## config.mk

```make
export PLATFORM = sky130hd
export DESIGN_NAME = midget_top
export DESIGN_NICKNAME = d
export VERILOG_FILES = /design/src/midget_pkg.sv /design/src/midget_mem_if.sv /design/src/midget_decode.sv /design/src/midget_execute.sv /design/src/midget_result.sv /design/src/midget_core.sv /design/src/midget_bus_unit.sv /design/src/midget_top.sv
export SDC_FILE = /design/constraint.sdc
export NUM_CORES = 2
export LEC_CHECK = 0
export ABC_AREA = 1
export BUFFER_PORTS_ARGS = -buffer_cell sky130_fd_sc_hd__buf_4
export CORE_MARGIN = 5
export CORE_UTILIZATION = 26
export DETAILED_ROUTE_END_ITERATION = 10
export SETUP_SLACK_MARGIN = 0.05
export SYNTH_ARGS = -nofsm -noshare
export SYNTH_HDL_FRONTEND = slang
export SYNTH_SLANG_ARGS = --single-unit
export TNS_END_PERCENT = 1
```

## constraint.sdc

```tcl
create_clock -name CLK_I -period 5.98 [get_ports CLK_I]
set_clock_uncertainty 0.2 [all_clocks]
set_input_delay 0.598 -clock CLK_I [delete_from_list [all_inputs] [get_ports CLK_I]]
set_output_delay 0.598 -clock CLK_I [all_outputs]
set_load 0.02 [all_outputs]
```

## src/midget_pkg.sv

```systemverilog
// rv32e subset types; instruction fields keep five-bit register indices so decode can reject x16..x31
`default_nettype none

package midget_pkg;

   typedef logic [31:0] word_t;
   typedef logic [3:0]  reg_idx_t;

   // major opcodes of the supported subset
   typedef enum logic [6:0] {
      OPC_LUI    = 7'b0110111,
      OPC_OP_IMM = 7'b0010011,
      OPC_OP     = 7'b0110011,
      OPC_LOAD   = 7'b0000011,
      OPC_STORE  = 7'b0100011,
      OPC_BRANCH = 7'b1100011
   } opcode_e;

   // i-type view, also used for r-type (funct7/rs2 in imm) and u-type
   typedef struct packed {
      logic [11:0] imm;
      logic [4:0]  rs1;
      logic [2:0]  funct3;
      logic [4:0]  rd;
      logic [6:0]  opcode;
   } i_fmt_t;

   typedef struct packed {
      logic [6:0] imm_hi;
      logic [4:0] rs2;
      logic [4:0] rs1;
      logic [2:0] funct3;
      logic [4:0] imm_lo;
      logic [6:0] opcode;
   } s_fmt_t;

   // branch offset is scattered, bit 0 implied zero
   typedef struct packed {
      logic       imm12;
      logic [5:0] imm10_5;
      logic [4:0] rs2;
      logic [4:0] rs1;
      logic [2:0] funct3;
      logic [3:0] imm4_1;
      logic       imm11;
      logic [6:0] opcode;
   } b_fmt_t;

   typedef union packed {
      i_fmt_t i_fmt;
      s_fmt_t s_fmt;
      b_fmt_t b_fmt;
   } instr_u;

   typedef enum logic [2:0] {
      ALU_ADD,
      ALU_SUB,
      ALU_XOR,
      ALU_OR,
      ALU_AND,
      ALU_PASS_B
   } alu_op_e;

   typedef enum logic {
      WB_ALU,
      WB_LOAD
   } wb_sel_e;

   typedef struct packed {
      alu_op_e alu_op;
      logic    use_imm;
      logic    reg_write;
      wb_sel_e wb_sel;
      logic    mem_read;
      logic    mem_write;
      logic    is_branch;
      logic    branch_ne;
      logic    illegal;
   } ctrl_t;

   localparam word_t RESET_PC = 32'h0000_0000;

endpackage

`default_nettype wire

```

## src/midget_mem_if.sv

```systemverilog
// one access in flight; master raises req only when the slave is idle and holds addr/we/wdata to done
`default_nettype none
`timescale 1ns/1ps

interface midget_mem_if;
   import midget_pkg::*;

   // one-cycle request pulse from the sequencer
   logic  req;
   // write when high, else read
   logic  we;
   // byte address of the word
   word_t addr;
   word_t wdata;
   // gathered read word, valid with done
   word_t rdata;
   // one-cycle completion pulse from the bus unit
   logic  done;

   // sequencer side
   modport master (
      output req,
      output we,
      output addr,
      output wdata,
      input  rdata,
      input  done
   );

   // bus unit side
   modport slave (
      input  req,
      input  we,
      input  addr,
      input  wdata,
      output rdata,
      output done
   );

endinterface

`default_nettype wire

```

## src/midget_decode.sv

```systemverilog
// combinational decode of the rv32e subset only; anything else, or a register above x15, sets illegal
`default_nettype none
`timescale 1ns/1ps

module midget_decode (
   input  midget_pkg::instr_u   instr,
   output midget_pkg::ctrl_t    ctrl,
   output midget_pkg::word_t    imm,
   output midget_pkg::reg_idx_t rs1,
   output midget_pkg::reg_idx_t rs2,
   output midget_pkg::reg_idx_t rd
);
   import midget_pkg::*;

   logic uses_rs1;
   logic uses_rs2;
   logic uses_rd;
   logic is_arith;
   logic [6:0] funct7;

   // register fields sit at the same place in every format
   assign rs1    = instr.i_fmt.rs1[3:0];
   assign rs2    = instr.s_fmt.rs2[3:0];
   assign rd     = instr.i_fmt.rd[3:0];
   assign funct7 = instr.i_fmt.imm[11:5];

   always_comb begin
      ctrl        = '0;
      ctrl.alu_op = ALU_ADD;
      ctrl.wb_sel = WB_ALU;
      imm         = '0;
      uses_rs1    = 1'b0;
      uses_rs2    = 1'b0;
      uses_rd     = 1'b0;
      is_arith    = 1'b0;
      case (instr.i_fmt.opcode)
         OPC_LUI: begin
            // upper immediate goes straight through the alu
            ctrl.alu_op    = ALU_PASS_B;
            ctrl.use_imm   = 1'b1;
            ctrl.reg_write = 1'b1;
            imm            = {instr.i_fmt.imm, instr.i_fmt.rs1, instr.i_fmt.funct3, 12'h000};
            uses_rd        = 1'b1;
         end
         OPC_OP_IMM: begin
            ctrl.use_imm   = 1'b1;
            ctrl.reg_write = 1'b1;
            imm            = {{20{instr.i_fmt.imm[11]}}, instr.i_fmt.imm};
            uses_rs1       = 1'b1;
            uses_rd        = 1'b1;
            is_arith       = 1'b1;
         end
         OPC_OP: begin
            ctrl.reg_write = 1'b1;
            uses_rs1       = 1'b1;
            uses_rs2       = 1'b1;
            uses_rd        = 1'b1;
            is_arith       = 1'b1;
            // only sub carries a nonzero funct7
            if (funct7 == 7'b0100000 && instr.i_fmt.funct3 == 3'b000) begin
               ctrl.alu_op = ALU_SUB;
               is_arith    = 1'b0;
            end else if (funct7 != 7'b0000000) begin
               ctrl.illegal = 1'b1;
            end
         end
         OPC_LOAD: begin
            // lw only, address = rs1 + imm
            ctrl.use_imm   = 1'b1;
            ctrl.reg_write = 1'b1;
            ctrl.wb_sel    = WB_LOAD;
            ctrl.mem_read  = 1'b1;
            ctrl.illegal   = (instr.i_fmt.funct3 != 3'b010);
            imm            = {{20{instr.i_fmt.imm[11]}}, instr.i_fmt.imm};
            uses_rs1       = 1'b1;
            uses_rd        = 1'b1;
         end
         OPC_STORE: begin
            ctrl.use_imm   = 1'b1;
            ctrl.mem_write = 1'b1;
            ctrl.illegal   = (instr.s_fmt.funct3 != 3'b010);
            imm            = {{20{instr.s_fmt.imm_hi[6]}}, instr.s_fmt.imm_hi, instr.s_fmt.imm_lo};
            uses_rs1       = 1'b1;
            uses_rs2       = 1'b1;
         end
         OPC_BRANCH: begin
            // beq is funct3 000, bne is 001
            ctrl.is_branch = 1'b1;
            ctrl.branch_ne = instr.b_fmt.funct3[0];
            ctrl.illegal   = (instr.b_fmt.funct3[2:1] != 2'b00);
            imm            = {{19{instr.b_fmt.imm12}}, instr.b_fmt.imm12, instr.b_fmt.imm11,
                              instr.b_fmt.imm10_5, instr.b_fmt.imm4_1, 1'b0};
            uses_rs1       = 1'b1;
            uses_rs2       = 1'b1;
         end
         default: ctrl.illegal = 1'b1;
      endcase
      // funct3 picks the alu op for the plain add/xor/or/and group
      if (is_arith) begin
         case (instr.i_fmt.funct3)
            3'b000:  ctrl.alu_op = ALU_ADD;
            3'b100:  ctrl.alu_op = ALU_XOR;
            3'b110:  ctrl.alu_op = ALU_OR;
            3'b111:  ctrl.alu_op = ALU_AND;
            default: ctrl.illegal = 1'b1;
         endcase
      end
      // rv32e has only x0..x15
      if ((uses_rs1 && instr.i_fmt.rs1[4]) || (uses_rs2 && instr.s_fmt.rs2[4]) ||
          (uses_rd && instr.i_fmt.rd[4])) begin
         ctrl.illegal = 1'b1;
      end
   end

endmodule

`default_nettype wire

```

## src/midget_execute.sv

```systemverilog
// purely combinational; result is also the effective address for lw/sw, no overflow or alignment checks
`default_nettype none
`timescale 1ns/1ps

module midget_execute (
   input  midget_pkg::ctrl_t ctrl,
   input  midget_pkg::word_t a,
   input  midget_pkg::word_t b,
   input  midget_pkg::word_t imm,
   input  midget_pkg::word_t pc,
   output midget_pkg::word_t result,
   output midget_pkg::word_t next_pc
);
   import midget_pkg::*;

   word_t op_b;
   logic  equal;
   logic  taken;

   // second operand: immediate for i/s/u forms, rs2 otherwise
   assign op_b = ctrl.use_imm ? imm : b;

   always_comb begin
      case (ctrl.alu_op)
         ALU_ADD:    result = a + op_b;
         ALU_SUB:    result = a - op_b;
         ALU_XOR:    result = a ^ op_b;
         ALU_OR:     result = a | op_b;
         ALU_AND:    result = a & op_b;
         // lui
         ALU_PASS_B: result = op_b;
         default:    result = a + op_b;
      endcase
   end

   // branch compare always uses rs2, never the immediate
   assign equal = (a == b);

   // bne inverts the sense of the compare
   assign taken = ctrl.is_branch && (equal != ctrl.branch_ne);

   // offset is relative to the branch itself
   assign next_pc = taken ? pc + imm : pc + 32'd4;

endmodule

`default_nettype wire

```

## src/midget_result.sv

```systemverilog
// 16 x 32 register file, x0 reads zero; write lands on the clock edge that closes the writeback cycle
`default_nettype none
`timescale 1ns/1ps

module midget_result (
   input  logic                 CLK_I,
   input  logic                 rst,
   input  midget_pkg::reg_idx_t rs1,
   input  midget_pkg::reg_idx_t rs2,
   input  midget_pkg::reg_idx_t rd,
   input  logic                 we,
   input  midget_pkg::wb_sel_e  wb_sel,
   input  midget_pkg::word_t    alu_result,
   input  midget_pkg::word_t    load_data,
   output midget_pkg::word_t    a,
   output midget_pkg::word_t    b
);
   import midget_pkg::*;

   word_t regs [16];

   // cleared on reset, then written from alu or load data
   always_ff @(posedge CLK_I) begin
      if (rst) begin
         regs <= '{default: '0};
      end else if (we) begin
         regs[rd] <= (wb_sel == WB_LOAD) ? load_data : alu_result;
      end
   end

   // asynchronous read ports, x0 forced to zero
   assign a = (rs1 == '0) ? '0 : regs[rs1];
   assign b = (rs2 == '0) ? '0 : regs[rs2];

endmodule

`default_nettype wire

```

## src/midget_core.sv

```systemverilog
// one instruction in flight, no interrupts or csrs; an illegal opcode halts the core until reset
`default_nettype none
`timescale 1ns/1ps

module midget_core (
   input  logic  CLK_I,
   input  logic  rst,
   input  logic  start,
   midget_mem_if.master mem,
   output logic  corerunning
);
   import midget_pkg::*;

   typedef enum logic [2:0] {
      S_IDLE,
      S_FETCH,
      S_EXEC,
      S_MEM,
      S_WB,
      S_HALT
   } state_e;

   state_e   state;
   word_t    pc;
   instr_u   ir;
   word_t    load_q;
   ctrl_t    ctrl;
   word_t    imm;
   reg_idx_t rs1;
   reg_idx_t rs2;
   reg_idx_t rd;
   word_t    a;
   word_t    b;
   word_t    alu_result;
   word_t    next_pc;

   midget_decode i_decode (
      .instr (ir),
      .ctrl  (ctrl),
      .imm   (imm),
      .rs1   (rs1),
      .rs2   (rs2),
      .rd    (rd)
   );

   midget_execute i_execute (
      .ctrl    (ctrl),
      .a       (a),
      .b       (b),
      .imm     (imm),
      .pc      (pc),
      .result  (alu_result),
      .next_pc (next_pc)
   );

   // register write only in wb
   midget_result i_result (
      .CLK_I      (CLK_I),
      .rst        (rst),
      .rs1        (rs1),
      .rs2        (rs2),
      .rd         (rd),
      .we         ((state == S_WB) && ctrl.reg_write),
      .wb_sel     (ctrl.wb_sel),
      .alu_result (alu_result),
      .load_data  (load_q),
      .a          (a),
      .b          (b)
   );

   // sequencer; req is a single-cycle pulse on each state entry that needs the bus
   always_ff @(posedge CLK_I) begin
      if (rst) begin
         state   <= S_IDLE;
         pc      <= RESET_PC;
         mem.req <= 1'b0;
         mem.we  <= 1'b0;
      end else begin
         mem.req <= 1'b0;
         case (state)
            S_IDLE: begin
               if (start) begin
                  state   <= S_FETCH;
                  mem.req <= 1'b1;
                  mem.we  <= 1'b0;
               end
            end
            S_FETCH: begin
               if (mem.done) begin
                  state <= S_EXEC;
               end
            end
            S_EXEC: begin
               if (ctrl.illegal) begin
                  state <= S_HALT;
               end else if (ctrl.mem_read || ctrl.mem_write) begin
                  state   <= S_MEM;
                  mem.req <= 1'b1;
                  mem.we  <= ctrl.mem_write;
               end else begin
                  state <= S_WB;
               end
            end
            S_MEM: begin
               if (mem.done) begin
                  state <= S_WB;
               end
            end
            S_WB: begin
               // retire and fetch the next one
               pc      <= next_pc;
               state   <= S_FETCH;
               mem.req <= 1'b1;
               mem.we  <= 1'b0;
            end
            default: state <= S_HALT;
         endcase
      end
   end

   // payload, held stable between req and done
   always_ff @(posedge CLK_I) begin
      if (state == S_FETCH && mem.done) begin
         ir <= mem.rdata;
      end
      if (state == S_MEM && mem.done) begin
         load_q <= mem.rdata;
      end
      case (state)
         S_IDLE: mem.addr <= pc;
         S_EXEC: begin
            mem.addr  <= alu_result;
            mem.wdata <= b;
         end
         S_WB:    mem.addr <= next_pc;
         default: mem.addr <= mem.addr;
      endcase
   end

   // drops in the exec cycle of an illegal instruction
   assign corerunning = (state == S_FETCH) || (state == S_MEM) || (state == S_WB) ||
                        ((state == S_EXEC) && !ctrl.illegal);

endmodule

`default_nettype wire

```

## src/midget_bus_unit.sv

```systemverilog
// IWIDTH must be 8 or 32; narrow reads take four byte beats, writes are always one full-word beat
`default_nettype none
`timescale 1ns/1ps

module midget_bus_unit #(
   parameter int IWIDTH = 8
) (
   input  logic              CLK_I,
   input  logic              rst,
   midget_mem_if.slave       mem,
   input  logic              ACK_I,
   input  logic [IWIDTH-1:0] DAT_I,
   output logic              CYC_O,
   output logic              STB_O,
   output logic              WE_O,
   output logic [3:0]        SEL_O,
   output midget_pkg::word_t ADR_O,
   output midget_pkg::word_t DAT_O
);
   import midget_pkg::*;

   localparam int         NBEATS    = 32 / IWIDTH;
   localparam logic [1:0] LAST_BEAT = 2'(NBEATS - 1);

   logic       cyc;
   logic [1:0] beat;
   logic       last;
   word_t      gather;

   // writes never split
   assign last = mem.we || (beat == LAST_BEAT);

   always_ff @(posedge CLK_I) begin
      if (rst) begin
         cyc      <= 1'b0;
         beat     <= '0;
         mem.done <= 1'b0;
      end else begin
         mem.done <= 1'b0;
         if (!cyc) begin
            if (mem.req) begin
               cyc  <= 1'b1;
               beat <= '0;
            end
         end else if (ACK_I) begin
            // done comes one cycle after the final ack
            if (last) begin
               cyc      <= 1'b0;
               mem.done <= 1'b1;
            end else begin
               beat <= beat + 2'd1;
            end
         end
      end
   end

   // little-endian placement, lane 0 first
   always_ff @(posedge CLK_I) begin
      if (cyc && ACK_I && !mem.we) begin
         gather[beat*IWIDTH +: IWIDTH] <= DAT_I;
      end
   end

   assign mem.rdata = gather;

   // strobe held through wait states
   assign CYC_O = cyc;
   assign STB_O = cyc;
   assign WE_O  = cyc && mem.we;
   assign ADR_O = mem.addr + word_t'(beat);
   assign DAT_O = mem.wdata;
   // one-hot byte lane per narrow beat
   assign SEL_O = (mem.we || NBEATS == 1) ? 4'b1111 : 4'(4'b0001 << beat);

endmodule

`default_nettype wire

```

## src/midget_top.sv

```systemverilog
// DAT_I width IWIDTH is 8 or 32 only; start is sampled while idle, no interrupt input
`default_nettype none
`timescale 1ns/1ps

module midget_top #(
   parameter int IWIDTH = 8
) (
   input  logic              CLK_I,
   input  logic              rst,
   input  logic              start,
   input  logic              ACK_I,
   input  logic [IWIDTH-1:0] DAT_I,
   output logic              CYC_O,
   output logic              STB_O,
   output logic              WE_O,
   output logic [3:0]        SEL_O,
   output midget_pkg::word_t ADR_O,
   output midget_pkg::word_t DAT_O,
   output logic              corerunning
);

   // sequencer to bus unit
   midget_mem_if mem_if ();

   midget_core i_core (
      .CLK_I       (CLK_I),
      .rst         (rst),
      .start       (start),
      .mem         (mem_if.master),
      .corerunning (corerunning)
   );

   // wishbone master, read width set here
   midget_bus_unit #(
      .IWIDTH (IWIDTH)
   ) i_bus_unit (
      .CLK_I (CLK_I),
      .rst   (rst),
      .mem   (mem_if.slave),
      .ACK_I (ACK_I),
      .DAT_I (DAT_I),
      .CYC_O (CYC_O),
      .STB_O (STB_O),
      .WE_O  (WE_O),
      .SEL_O (SEL_O),
      .ADR_O (ADR_O),
      .DAT_O (DAT_O)
   );

endmodule

`default_nettype wire

```

==> reports/qor.csv <==
metric,value,unit
yosys_warnings,0,
wl_met2,74200,µm
yosys.area.top_type,dfxtp_1,
end_kind,flip-flop,
track_usage,17.7,%
io_buffers,83,
antenna_found_initial,5,
setup_ws,271,ps
crit_top_cell,nand2_1,
drc,0,
synth.net_count,6858,
rrSetupSlack,270,ps
placementRows,152,
fin_util,29.6,%
synthTopCellsByArea,"dfxtp_1 (25%), nand2_1 (12%), edfxtp_1 (11%)",
slew_headroom,16.7,%
total_leakage_power,22.9,nW
ys.flop_type,dfxtp_1,
ys_seq_area_share,35.5,%
synth_cells,6705,
rsz0062_at_grt,true,
max_freq,175,MHz
synth-seq-cells,713,
cp.arrival,6150,ps
syn_area_per_cell,6.66,µm²
netlist_area,0.0447,mm²
ant_nets,0,
first_iter_violations,4631,
dr_wl_met3,12600,µm
cts_buffer_depth,3,
grt_pass1_wl,251000,µm
cpMaxStageDelayCell,edfxtp_1,
critical_path.endpoint,i_core.i_result.regs[125],
grt_start_max_net_pins,179,
initial_core_util,26.1,%
cts.sinks,713,
r2r-start,i_core.ir[20],
post-route-period-util,95.5,%
max_stage_delay,410,ps
worstSetupStartpoint,i_core.ir[20],
dieHeight,424,µm
finalSetupViolations,0,
hold_slack,31.1,ps
cts_tree,yes,
setup-tns-final,0,ps
pwr_density_cell,211,mW/mm²
maxCapViolCount,0,
grt-ovfl-total,0,
die-area,0.180,mm²
cts_max_level,3,
async_reset_ff_share,0,%
gp_congestion,0.934,
drv_slew,0,
r2r_cells,34,
synth_top_cell_area_share,24.8,%
placeableCoreArea,0.171,mm²
clkSlewWorstSetupHoldPaths,60,ps
wl,167000,µm
grt_pass1_vias,41600,
clockRootBuffer,clkbuf_16,
worst_pin_slew,1250,ps
via_per_inst,5.07,
io_pins,84,
synth.most_common_cell,nand2_1,
hold_class,primary input to flip-flop,
dr.pass1.iters,6,
irDropWorstVdd,0.236,mV
synth_edf_count,160,
top_layer_used,met4,
rr_endpoint,i_core.i_result.regs[125],
yosys-top-cells-count,"nand2_1 (1439), inv_1 (897), o21ai_0 (864), a21oi_1 (860), dfxtp_1 (553)",
hpwlAfterDp,111000,µm
hold_viol,0,
area_delta_synth_final,13.2,%
worst_skew_pair.late_latency,720,ps
required,6420,ps
fin_nets,6724,
yosysUniqueCellTypes,57,
layout_min_cycle_time,5710,ps
wl_met1,73100,µm
cp-start-kind,flip-flop,
numCtsBuffers,80,
drt-wirelength-per-cell,18.8,µm
drive_above_1_share,7.34,%
critPathMaxFanout,46,
status,completed,
fillerInstances,18700,
die_x,424,µm
vias,45000,
crit_type,flip-flop to flip-flop,
place_ws,-235,ps
==> worst min-delay path by stage <==
stage                     slack [ps]                startpoint  cells after the start                      end
after floorplan                  220   i_bus_unit.mem.rdata[0]                      0             i_core.ir[0]
after global placement           230  i_bus_unit.mem.rdata[11]                      0        i_core.load_q[11]
after global routing              20                  DAT_I[3]                      3  i_bus_unit.mem.rdata[3]
after CTS                          4                  DAT_I[5]                      3  i_bus_unit.mem.rdata[5]
final                             30                  DAT_I[3]                      3  i_bus_unit.mem.rdata[3]
after detailed placement         230  i_bus_unit.mem.rdata[11]                      0        i_core.load_q[11]
==> placed cells by master (no fill, tap or decap), drive strengths merged, types with 21 or more instances in the layout <==
cell type  instances
a21oi            874
a22oi             34
buf              241
clkbuf           116
clkinv            22
dfxtp            553
edfxtp           160
ha               138
inv              930
nand2           1455
nand3            507
nand4             36
nor2             305
nor3              47
o211ai            66
o21ai            881
o21bai            21
xnor2             37
xor2             101
==> through the flow <==
stage | cell area (µm²) | cells | total power, W
6_report | 50600 | 8868 | 0.0107
3_5_place_dp | 47600 | 8711 | 0.00568
2_1_floorplan | 44700 | 6705 | 0.00545
3_3_place_gp | 47600 | 8711 | 0.00567
4_1_cts | 50300 | 8858 | 0.0107
5_1_grt | 50600 | 8867 | 0.0110
==> state kept, by name, indices dropped and copies added, names as in the netlist <==
register and flops:
i_core.mem.addr 32, i_core.load_q 32, i_core.i_result.regs 512, i_core.ir 32, i_bus_unit.CYC_O 1, i_bus_unit.mem.rdata 32, i_core.mem.req 1, i_core.mem.we 1
i_core.pc 32, i_core.mem.wdata 32, i_bus_unit.beat 2, i_core.state 3, i_bus_unit.mem.done 1
==> layout make-up <==
type | count | area (µm²) | share of cell area [%]
clock inverter | 30 | 332 | 0.656
multi-input combinational | 4602 | 23500 | 46.4
clock buffer | 114 | 2290 | 4.53
sequential | 713 | 15900 | 31.4
inverter | 929 | 3530 | 6.98
antenna | 2 | 5.00 | 0.00989
tap | 2233 | 2790 | 5.52
timing repair buffer | 245 | 2290 | 4.53
==> logic make-up (layout without fill, tap and decap cells) <==
kind of cell,after synthesis,count (layout),share of synthesized area (%)
AO/OA/AOI/OAI,1943,1943,23.0
buffers and inverters,1390,1318,12.5
flip-flops,713,713,35.5
AND/OR/NAND/NOR,2371,2371,22.0
XOR/XNOR,138,138,2.71
other,0,2,0
multiplexers,9,9,0.202
adder cells (fa/ha/maj),141,141,4.00
==> per-layer routing <==
layer	vias to the layer above	GRT usage (%)
met2	1782	28.0
met5	-	0
li1	21800	-
met1	21100	24.0
met3	354	2.71
met4	0	7.47
==> repair_timing <==
action                                  in CTS  in global routing
pin swaps                                    0                  6
cloned                                       1                  2
gates resized for setup                      5                 41
setup buffers                                0                  6
hold buffers                                 2                  0
endpoints found under the setup margin      37                223
endpoints found under the hold margin        2                  0
==> power breakdown <==
part           internal, W  switching (W)  leakage [nW]  total [W]
Sequential         0.00499      0.0000507          6.07    0.00504
Combinational     0.000166       0.000365          15.5   0.000532
Clock              0.00287        0.00221          1.29    0.00508
Total              0.00802        0.00263          22.9     0.0107
==> critical path: cells and delay by family, from the launching register on <==
kind                       cells  cell delay [ps]
AOI/OAI and AO/OA              3              430
xor gates and xnor gates       2              210
adders and majority gates      1              340
buffers and inverters          7             1450
DFF                            1              410
and+or+nand+nor               21             2500
No activity file was read; power rests on OpenSTA's default activity.
